===== src/hdl/core_pkg.sv =====
package core_pkg;

	localparam int M_WIDTH = 32;
	localparam int LG_PRF_ENTRIES = 6;
	localparam int LG_ROB_ENTRIES = 4;
	localparam int LG_PHT_SZ = 8;
	localparam int RAS_DEPTH_LG = 2;

	localparam int RAS_DEPTH = 1 << RAS_DEPTH_LG;	// return stack entries

	typedef logic [M_WIDTH-1:0] addr_t;
	typedef logic [31:0] insn_t;
	typedef logic [LG_PRF_ENTRIES-1:0] preg_t;	// physical register number
	typedef logic [LG_ROB_ENTRIES-1:0] rob_ptr_t;
	typedef logic [LG_PHT_SZ-1:0] pht_idx_t;

endpackage


===== src/hdl/uop_pkg.sv =====
package uop_pkg;

	typedef enum logic [5:0] {
		II,	// illegal
		NOP,
		LB,
		LH,
		LW,
		LBU,
		LHU,
		SB,
		SH,
		SW,
		ADDI,
		SLTI,
		SLTIU,
		XORI,
		ORI,
		ANDI,
		SLLI,
		SRLI,
		SRAI,
		ADDU,
		SUBU,
		SLL,
		SLT,
		SLTU,
		XOR,
		SRL,
		SRA,
		OR,
		AND,
		MUL,
		MULHU,
		DIV,
		DIVU,
		REM,
		REMU,
		LUI,
		AUIPC,
		BEQ,
		BNE,
		BLT,
		BGE,
		BLTU,
		BGEU,
		J,
		JAL,
		JR,
		JALR,
		RET,
		BREAK,
		MONITOR
	} opcode_t;

	typedef enum logic {
		RUN,
		DRAIN	// waiting for restart
	} dec_state_t;

endpackage


===== src/hdl/decode_riscv.sv =====
`timescale 1ns/1ps

module decode_riscv
	import core_pkg::*, uop_pkg::*;
(
	input insn_t insn,
	input addr_t pc,
	input logic insn_pred,
	input addr_t pred_target,
	input addr_t ras_top,
	output opcode_t op,
	output preg_t src_a,
	output preg_t src_b,
	output preg_t dst,
	output logic src_a_valid,
	output logic src_b_valid,
	output logic dst_valid,
	output logic [31:0] imm,
	output addr_t target,
	output logic br_pred,
	output logic is_br,
	output logic is_mem,
	output logic is_int,
	output logic is_store,
	output logic serializing_op,
	output logic must_restart,
	output logic is_call,
	output logic is_ret
);

	wire [6:0] opcode = insn[6:0];
	wire [2:0] funct3 = insn[14:12];
	wire [6:0] funct7 = insn[31:25];

	preg_t rd;
	preg_t rs1;
	preg_t rs2;
	opcode_t alu_op;	// before the x0 check

	wire [31:0] imm_i = {{20{insn[31]}}, insn[31:20]};
	wire [31:0] imm_s = {{20{insn[31]}}, insn[31:25], insn[11:7]};
	wire [31:0] imm_b = {{19{insn[31]}}, insn[31], insn[7], insn[30:25], insn[11:8], 1'b0};
	wire [31:0] imm_u = {insn[31:12], 12'd0};
	wire [31:0] imm_j = {{11{insn[31]}}, insn[31], insn[19:12], insn[20], insn[30:21], 1'b0};

	wire rd_zero = (insn[11:7] == 5'd0);
	wire rd_link = (insn[11:7] == 5'd1) || (insn[11:7] == 5'd5);
	wire rs1_link = (insn[19:15] == 5'd1) || (insn[19:15] == 5'd5);

	assign rd = preg_t'(insn[11:7]);
	assign rs1 = preg_t'(insn[19:15]);
	assign rs2 = preg_t'(insn[24:20]);

	assign is_call = ((op == JAL) || (op == JALR)) && rd_link;
	assign is_ret = (op == RET);

	always_comb
	begin
		op = II;
		alu_op = II;
		src_a = rs1;
		src_b = rs2;
		dst = rd;
		src_a_valid = 1'b0;
		src_b_valid = 1'b0;
		dst_valid = 1'b0;
		imm = 32'd0;
		target = '0;
		br_pred = 1'b0;
		is_br = 1'b0;
		is_mem = 1'b0;
		is_int = 1'b0;
		is_store = 1'b0;
		serializing_op = 1'b0;
		must_restart = 1'b0;

		case (opcode)
			7'h03:
			begin
				src_a_valid = !rd_zero;
				dst_valid = !rd_zero;
				is_mem = 1'b1;
				imm = imm_i;
				case (funct3)
					3'd0: alu_op = LB;
					3'd1: alu_op = LH;
					3'd2: alu_op = LW;
					3'd4: alu_op = LBU;
					3'd5: alu_op = LHU;
					default: alu_op = II;
				endcase
				op = (rd_zero && alu_op != II) ? NOP : alu_op;
			end
			7'h0f: op = NOP;	// fence
			7'h13:
			begin
				src_a_valid = !rd_zero;
				dst_valid = !rd_zero;
				is_int = 1'b1;
				imm = imm_i;
				case (funct3)
					3'd0: alu_op = ADDI;
					3'd1: alu_op = (funct7 == 7'h00) ? SLLI : II;
					3'd2: alu_op = SLTI;
					3'd3: alu_op = SLTIU;
					3'd4: alu_op = XORI;
					3'd5: alu_op = (funct7 == 7'h00) ? SRLI : ((funct7 == 7'h20) ? SRAI : II);
					3'd6: alu_op = ORI;
					default: alu_op = ANDI;
				endcase
				op = (rd_zero && alu_op != II) ? NOP : alu_op;
			end
			7'h17:
			begin
				op = rd_zero ? NOP : AUIPC;
				dst_valid = !rd_zero;
				is_int = 1'b1;
				imm = imm_u;
			end
			7'h23:
			begin
				src_a_valid = 1'b1;
				src_b_valid = 1'b1;
				is_mem = 1'b1;
				is_store = 1'b1;
				imm = imm_s;
				case (funct3)
					3'd0: op = SB;
					3'd1: op = SH;
					3'd2: op = SW;
					default: op = II;
				endcase
			end
			7'h33:
			begin
				src_a_valid = 1'b1;
				src_b_valid = 1'b1;
				dst_valid = !rd_zero;
				is_int = 1'b1;
				case ({funct7, funct3})
					10'b0000000_000: alu_op = ADDU;
					10'b0100000_000: alu_op = SUBU;
					10'b0000000_001: alu_op = SLL;
					10'b0000000_010: alu_op = SLT;
					10'b0000000_011: alu_op = SLTU;
					10'b0000000_100: alu_op = XOR;
					10'b0000000_101: alu_op = SRL;
					10'b0100000_101: alu_op = SRA;
					10'b0000000_110: alu_op = OR;
					10'b0000000_111: alu_op = AND;
					10'b0000001_000: alu_op = MUL;
					10'b0000001_011: alu_op = MULHU;
					10'b0000001_100: alu_op = DIV;
					10'b0000001_101: alu_op = DIVU;
					10'b0000001_110: alu_op = REM;
					10'b0000001_111: alu_op = REMU;
					default: alu_op = II;
				endcase
				op = (rd_zero && alu_op != II) ? NOP : alu_op;
			end
			7'h37:
			begin
				op = rd_zero ? NOP : LUI;
				dst_valid = !rd_zero;
				is_int = 1'b1;
				imm = imm_u;
			end
			7'h63:
			begin
				src_a_valid = 1'b1;
				src_b_valid = 1'b1;
				is_int = 1'b1;
				is_br = 1'b1;
				br_pred = insn_pred;
				imm = imm_b;
				target = pc + imm_b;
				case (funct3)
					3'd0: op = BEQ;
					3'd1: op = BNE;
					3'd4: op = BLT;
					3'd5: op = BGE;
					3'd6: op = BLTU;
					3'd7: op = BGEU;
					default: op = II;
				endcase
			end
			7'h67:
			begin
				src_a_valid = 1'b1;
				is_int = 1'b1;
				is_br = 1'b1;
				br_pred = 1'b1;
				imm = imm_i;
				target = pred_target;
				if (funct3 != 3'd0)
					op = II;
				else if (!rd_zero)
				begin
					op = JALR;
					dst_valid = 1'b1;
				end
				else if (rs1_link)
				begin
					op = RET;
					target = ras_top;	// stack beats the btb
				end
				else
					op = JR;
			end
			7'h6f:
			begin
				op = rd_zero ? J : JAL;
				dst_valid = !rd_zero;
				is_int = 1'b1;
				is_br = 1'b1;
				br_pred = 1'b1;
				imm = imm_j;
				target = pc + imm_j;
			end
			7'h73:
			begin
				is_int = 1'b1;
				if (insn[31:7] == 25'd0)
				begin
					op = BREAK;
					serializing_op = 1'b1;
				end
				else if (insn[31:20] == 12'd1 && insn[19:7] == 13'd0)
				begin
					op = MONITOR;
					serializing_op = 1'b1;
					must_restart = 1'b1;
				end
				else
					op = NOP;	// csr ops ignored
			end
			default: op = II;
		endcase

		if (op == II)
		begin
			src_a_valid = 1'b0;
			src_b_valid = 1'b0;
			dst_valid = 1'b0;
		end
	end

endmodule


===== src/hdl/return_stack.sv =====
`timescale 1ns/1ps

module return_stack
	import core_pkg::*;
(
	input logic clk,
	input logic arst_n,
	input logic push,
	input logic pop,
	input addr_t push_addr,
	output addr_t top
);

	logic [RAS_DEPTH_LG-1:0] ptr;
	addr_t stack [RAS_DEPTH];

	wire [RAS_DEPTH_LG-1:0] ptr_inc = ptr + 1'b1;

	assign top = stack[ptr];

	always_ff @(posedge clk or negedge arst_n)
	begin
		if (!arst_n)
		begin
			ptr <= '0;
			for (int i = 0; i < RAS_DEPTH; i++)
				stack[i] <= '0;
		end
		else if (push)
		begin
			ptr <= ptr_inc;	// wraps, oldest entry lost
			stack[ptr_inc] <= push_addr;
		end
		else if (pop)
			ptr <= ptr - 1'b1;
	end

	// a single decoded op is never both a call and a return
	a_no_push_pop: assert property (@(posedge clk) disable iff (!arst_n)
		!(push && pop));

endmodule


===== src/hdl/decode_ctrl.sv =====
`timescale 1ns/1ps

module decode_ctrl
	import core_pkg::*, uop_pkg::*;
(
	input logic clk,
	input logic arst_n,
	input logic in_valid,
	input logic restart,
	input opcode_t op,
	input preg_t src_a,
	input preg_t src_b,
	input preg_t dst,
	input logic src_a_valid,
	input logic src_b_valid,
	input logic dst_valid,
	input logic [31:0] imm,
	input addr_t target,
	input logic br_pred,
	input logic is_br,
	input logic is_mem,
	input logic is_int,
	input logic is_store,
	input logic serializing_op,
	input logic must_restart,
	input logic is_call,
	input logic is_ret,
	input addr_t pc,
	input pht_idx_t pht_idx,
	output logic uop_valid,
	output opcode_t uop_op,
	output preg_t uop_src_a,
	output preg_t uop_src_b,
	output preg_t uop_dst,
	output logic uop_src_a_valid,
	output logic uop_src_b_valid,
	output logic uop_dst_valid,
	output logic [31:0] uop_imm,
	output addr_t uop_target,
	output logic uop_br_pred,
	output logic uop_is_br,
	output logic uop_is_mem,
	output logic uop_is_int,
	output logic uop_is_store,
	output logic uop_serializing_op,
	output logic uop_must_restart,
	output addr_t uop_pc,
	output pht_idx_t uop_pht_idx,
	output rob_ptr_t rob_ptr,
	output logic ras_push,
	output logic ras_pop,
	output addr_t ras_push_addr
);

	dec_state_t state;
	dec_state_t state_nxt;
	rob_ptr_t rob_cnt;	// next free rob slot

	wire accept = in_valid && (state == RUN);

	assign ras_push = accept && is_call;
	assign ras_pop = accept && is_ret;
	assign ras_push_addr = pc + 32'd4;	// return lands after the call

	always_comb
	begin
		state_nxt = state;
		case (state)
			RUN:
				if (accept && serializing_op)
					state_nxt = DRAIN;
			default:
				if (restart)
					state_nxt = RUN;
		endcase
	end

	always_ff @(posedge clk or negedge arst_n)
	begin
		if (!arst_n)
		begin
			state <= RUN;
			uop_valid <= 1'b0;
			rob_cnt <= '0;
		end
		else
		begin
			state <= state_nxt;
			uop_valid <= accept;
			if (accept)
				rob_cnt <= rob_cnt + 1'b1;	// wraps at rob size
		end
	end

	always_ff @(posedge clk)
	begin
		if (accept)
		begin
			uop_op <= op;
			uop_src_a <= src_a;
			uop_src_b <= src_b;
			uop_dst <= dst;
			uop_src_a_valid <= src_a_valid;
			uop_src_b_valid <= src_b_valid;
			uop_dst_valid <= dst_valid;
			uop_imm <= imm;
			uop_target <= target;
			uop_br_pred <= br_pred;
			uop_is_br <= is_br;
			uop_is_mem <= is_mem;
			uop_is_int <= is_int;
			uop_is_store <= is_store;
			uop_serializing_op <= serializing_op;
			uop_must_restart <= must_restart;
			uop_pc <= pc;
			uop_pht_idx <= pht_idx;
			rob_ptr <= rob_cnt;
		end
	end

	// the strobe right after a serializing op never issues
	a_drop_no_uop: assert property (@(posedge clk) disable iff (!arst_n)
		(uop_valid && uop_serializing_op) |=> !uop_valid);

	// fetch only restarts after a serializing op
	a_restart_in_drain: assert property (@(posedge clk) disable iff (!arst_n)
		restart |-> (state == DRAIN));

endmodule


===== src/hdl/decode_top.sv =====
`timescale 1ns/1ps

module decode_top
	import core_pkg::*, uop_pkg::*;
(
	input logic clk,
	input logic arst_n,
	input logic in_valid,
	input logic restart,
	input insn_t insn,
	input addr_t pc,
	input logic insn_pred,
	input pht_idx_t pht_idx,
	input addr_t pred_target,
	output logic uop_valid,
	output opcode_t uop_op,
	output preg_t uop_src_a,
	output preg_t uop_src_b,
	output preg_t uop_dst,
	output logic uop_src_a_valid,
	output logic uop_src_b_valid,
	output logic uop_dst_valid,
	output logic [31:0] uop_imm,
	output addr_t uop_target,
	output logic uop_br_pred,
	output logic uop_is_br,
	output logic uop_is_mem,
	output logic uop_is_int,
	output logic uop_is_store,
	output logic uop_serializing_op,
	output logic uop_must_restart,
	output addr_t uop_pc,
	output pht_idx_t uop_pht_idx,
	output rob_ptr_t rob_ptr
);

	opcode_t op;
	preg_t src_a;
	preg_t src_b;
	preg_t dst;
	logic src_a_valid;
	logic src_b_valid;
	logic dst_valid;
	logic [31:0] imm;
	addr_t target;
	logic br_pred;
	logic is_br;
	logic is_mem;
	logic is_int;
	logic is_store;
	logic serializing_op;
	logic must_restart;
	logic is_call;
	logic is_ret;
	addr_t ras_top;
	logic ras_push;
	logic ras_pop;
	addr_t ras_push_addr;

	decode_riscv u_dec (.*);	// names match port for port

	decode_ctrl u_ctrl (.*);

	return_stack u_ras (
		.clk(clk),
		.arst_n(arst_n),
		.push(ras_push),
		.pop(ras_pop),
		.push_addr(ras_push_addr),
		.top(ras_top)
	);

endmodule


===== config.mk =====
export PLATFORM = sky130hd
export DESIGN_NAME = decode_top
export DESIGN_NICKNAME = d
export VERILOG_FILES = /design/src/hdl/core_pkg.sv /design/src/hdl/uop_pkg.sv /design/src/hdl/decode_riscv.sv /design/src/hdl/return_stack.sv /design/src/hdl/decode_ctrl.sv /design/src/hdl/decode_top.sv
export SDC_FILE = /design/constraint.sdc
export NUM_CORES = 1
export LEC_CHECK = 0
export BUFFER_PORTS_ARGS = -buffer_cell sky130_fd_sc_hd__buf_2
export CAP_MARGIN = 20
export CORE_UTILIZATION = 25
export CTS_CLUSTER_DIAMETER = 150
export CTS_CLUSTER_SIZE = 16
export DETAILED_ROUTE_END_ITERATION = 8
export PLACE_DENSITY = 0.39
export SYNTH_ARGS = -nofsm -noshare
export SYNTH_HDL_FRONTEND = slang
export SYNTH_SLANG_ARGS = --single-unit

===== constraint.sdc =====
create_clock -name clk -period 10.1 [get_ports clk]
set_input_delay 2.02 -clock clk [delete_from_list [all_inputs] [get_ports clk]]
set_output_delay 2.02 -clock clk [all_outputs]
set_load 0.005 [all_outputs]

==> results.tsv <==
metric	value	unit
vias_per_cell	4.79	
diodes	0	
route.detailed.drc	0	
place_ws	3.97	ns
p_sw	0.626	mW
cts_tree	done	
synth_cell_types	81	
grt_max_degree	83	
p_sw_share	26.6	%
combPwrFrac	12.3	%
ant_nets	0	
hold_class	flip-flop to flip-flop	
postSynthAreaPerCell	11.2	sq um
period_minus_slack	5.61	ns
ctsLongestPathBuffers	3	
rsz0062_at_grt	false	
rows	86	
initial_utilization	25.3	%
p_int	1.73	mW
cp_data_arrival_time	6.00	ns
ys.flop_type	edfxtp_1	
fp.dieW	239	microns
rr_worst_depth	4	
maxSlewViolCount	0	
timing.final.crit_share	55.6	%
grt_pass1_vias	10538	
area_growth	18.7	%
rr_endpoint	u_ctrl.uop_pc[1]	
grt_antenna_before_repair	2	
synth_edf_count	139	
maxCapViolCount	0	
clkTransAtPathRegs	0.09	ns
final_hold_viol_count	0	
skew	0.0550	ns
worst_slack	4.49	ns
postCtsHoldBufs	0	
die_h	239	microns
grt_pass1_wl	70400	microns
drt-initial-drc-count	584	
wl	47700	microns
clkPwrFrac	34.9	%
grt_usage	16.6	%
fmax	178	MHz
final_nets	1609	
clkSinkCount	275	
place_congestion	0.889	
ys_warn_count	0	
post_drt_wl_per_cell	21.4	microns
ctsResizeCount	0	
ys_ff_latch	275	
post_cts_buffers	0	
p_leak	6.99	nW
worst_pin_slew	0.895	ns
cts-buffers-inserted	21	
cp.required	10.49	ns
synthArstFlopShare	49.5	%
setup_viol	0	
ios	252	
synth_top_area_share	29.8	%
regToRegSetupSlack	7.20	ns
timing.rr.start	u_ctrl.state	
first_pass_iters	5	
slew_headroom	39.6	%
cp-start-kind	input pin	
drive_gt1_share	23.3	%
path_max_fanout	21	
cts-root-buf	clkbuf_16	
core_area	0.0552	sq mm
dpl.hpwl	33700	microns
die_area	0.0569	sq mm
power_density	142	mW/mm^2
htree_levels	1	
vdd_ir_drop_max	0.0886	mV
yosys.area.top_type	edfxtp_1	
clk_latency	0.56	ns
synth_area_leaders	edfxtp_1 30%, dfrtp_1 24%, nand2_1 5.2%, mux4_2 5.2%, o21ai_0 4.9%	
path_class	input pin to flip-flop	
grt_remaining_overflow	0	
critPathLaunch	insn[6]	
status	complete, no violations	
critPathCaptureType	flip-flop	
io_buffers	248	
endpoint	u_ctrl.uop_target[23]	
vias	10656	
syn_inst	1246	
syn_area	0.0140	sq mm
ys_seq_area_share	54.2	%
finalSetupTns	0	ns
power.share.sequential	52.8	%
-- how the worst min path moves through the flow --
stage	slack [ns]	startpoint	depth (start not counted)	end
floorplan	0.44	u_ctrl.rob_cnt[3]	1	u_ctrl.rob_cnt[3]
global placement	0.46	u_ras.stack[93]	2	u_ras.stack[93]
detailed placement	0.47	u_ctrl.rob_cnt[3]	0	u_ctrl.rob_ptr[3]
CTS	0.48	u_ctrl.rob_cnt[3]	1	u_ctrl.rob_cnt[3]
global route	0.50	u_ctrl.rob_cnt[3]	1	u_ctrl.rob_cnt[3]
finish	0.48	u_ras.stack[40]	2	u_ras.stack[40]
-- critical path: stages --
cell      delay [ns]
buf_2           0.33
nand3b_1        0.19
or2_1           0.31
nor2_1          0.11
buf_4           0.24
nand2_1         0.08
nand2_1         0.07
ha_1            0.19
inv_1           0.06
fa_1            0.40
nor2b_1         0.18
o211ai_1        0.20
a2111o_1        0.52
a31oi_1         0.19
o21ai_0         0.18
a211oi_1        0.37
nor3_1          0.08
o32ai_1         0.27
-- flip-flops by register name, summed over array words and instances, names as in the netlist, 2 cells and up --
signal and flops:
u_ras.stack 128, u_ctrl.uop_imm 32, u_ctrl.uop_pc 32, u_ctrl.uop_target 32, u_ctrl.uop_pht_idx 8, u_ctrl.uop_op 6
u_ctrl.uop_dst 5, u_ctrl.uop_src_a 5, u_ctrl.uop_src_b 5, u_ctrl.rob_cnt 4, u_ctrl.rob_ptr 4, u_ras.ptr 2
-- kinds of logic (layout without fill, tap and decap cells) --
logic type	count (synthesis)	in the layout	share of synthesized area (%)
compound gates	331	331	14.5
fa+ha+maj	37	37	3.36
simple gates	372	372	12.8
other cells	1	3	0.0268
mux	80	80	8.70
xor+xnor	55	55	3.44
buf+inv	95	324	2.95
flops	275	275	54.2
-- placed cells by master, fill, tap and decap left out, drive strengths merged, types with 11 or more instances in the layout --
cell type  count
a21o          37
a21oi         41
and3          14
buf          259
clkbuf        35
dfrtp        136
edfxtp       139
ha            36
inv           29
mux2          13
mux2i         35
mux4          32
nand2        193
nand3         38
nor2          37
nor2b         11
nor3          18
o21ai        150
o22ai         28
xnor2         23
xor2          32
-- Yosys cell counts (all sizes together), types with 8 or more instances --
library cell and n:
a21o 37, a21oi 41, a31oi 8, and3 14, buf 25, clkbuf 42
dfrtp 136, edfxtp 139, ha 36, inv 28, mux2 13, mux2i 35
mux4 32, nand2 193, nand2b 10, nand3 38, nand4 9, nor2 37
nor2b 11, nor3 18, o211ai 9, o21ai 150, o22ai 28, xnor2 23
xor2 32
-- power groups by stage --
stage          registers, mW  logic, mW  clock network [mW]
6_report                1.24      0.290               0.820
5_1_grt                 1.25      0.321               0.894
4_1_cts                 1.24      0.295               0.863
3_5_place_dp            1.27      0.293                   0
3_3_place_gp            1.27      0.294                   0
2_1_floorplan           1.27      0.148                   0
-- area by class of cell --
type	count	area [sq um]
inverter	28	105
timing repair buffer	259	1330
tap	748	936
multi-input combinational	878	6050
clock buffer	35	578
clock inverter	2	25.0
sequential	275	7580
fill	5736	38600
-- metal layers --
layer	wire [microns]	global-route usage (%)
met3	2460	2.48
met1	21400	22.6
met4	946	3.81
met5	23	0
met2	22800	27.6
-- stage by stage --
stage	std cells	instance area [sq um]	hold slack, ns	util [%]	power (mW)
after detailed placement	2188	16000	0.465	29.0	1.56
after global placement	2188	16000	0.458	29.0	1.56
after floorplan	1248	14000	0.441	-	1.42
final	2225	16600	0.477	30.1	2.35
after global routing	2225	16600	0.497	30.1	2.46
after CTS	2225	16600	0.479	30.1	2.40
Power figures use the tool's default switching activity.
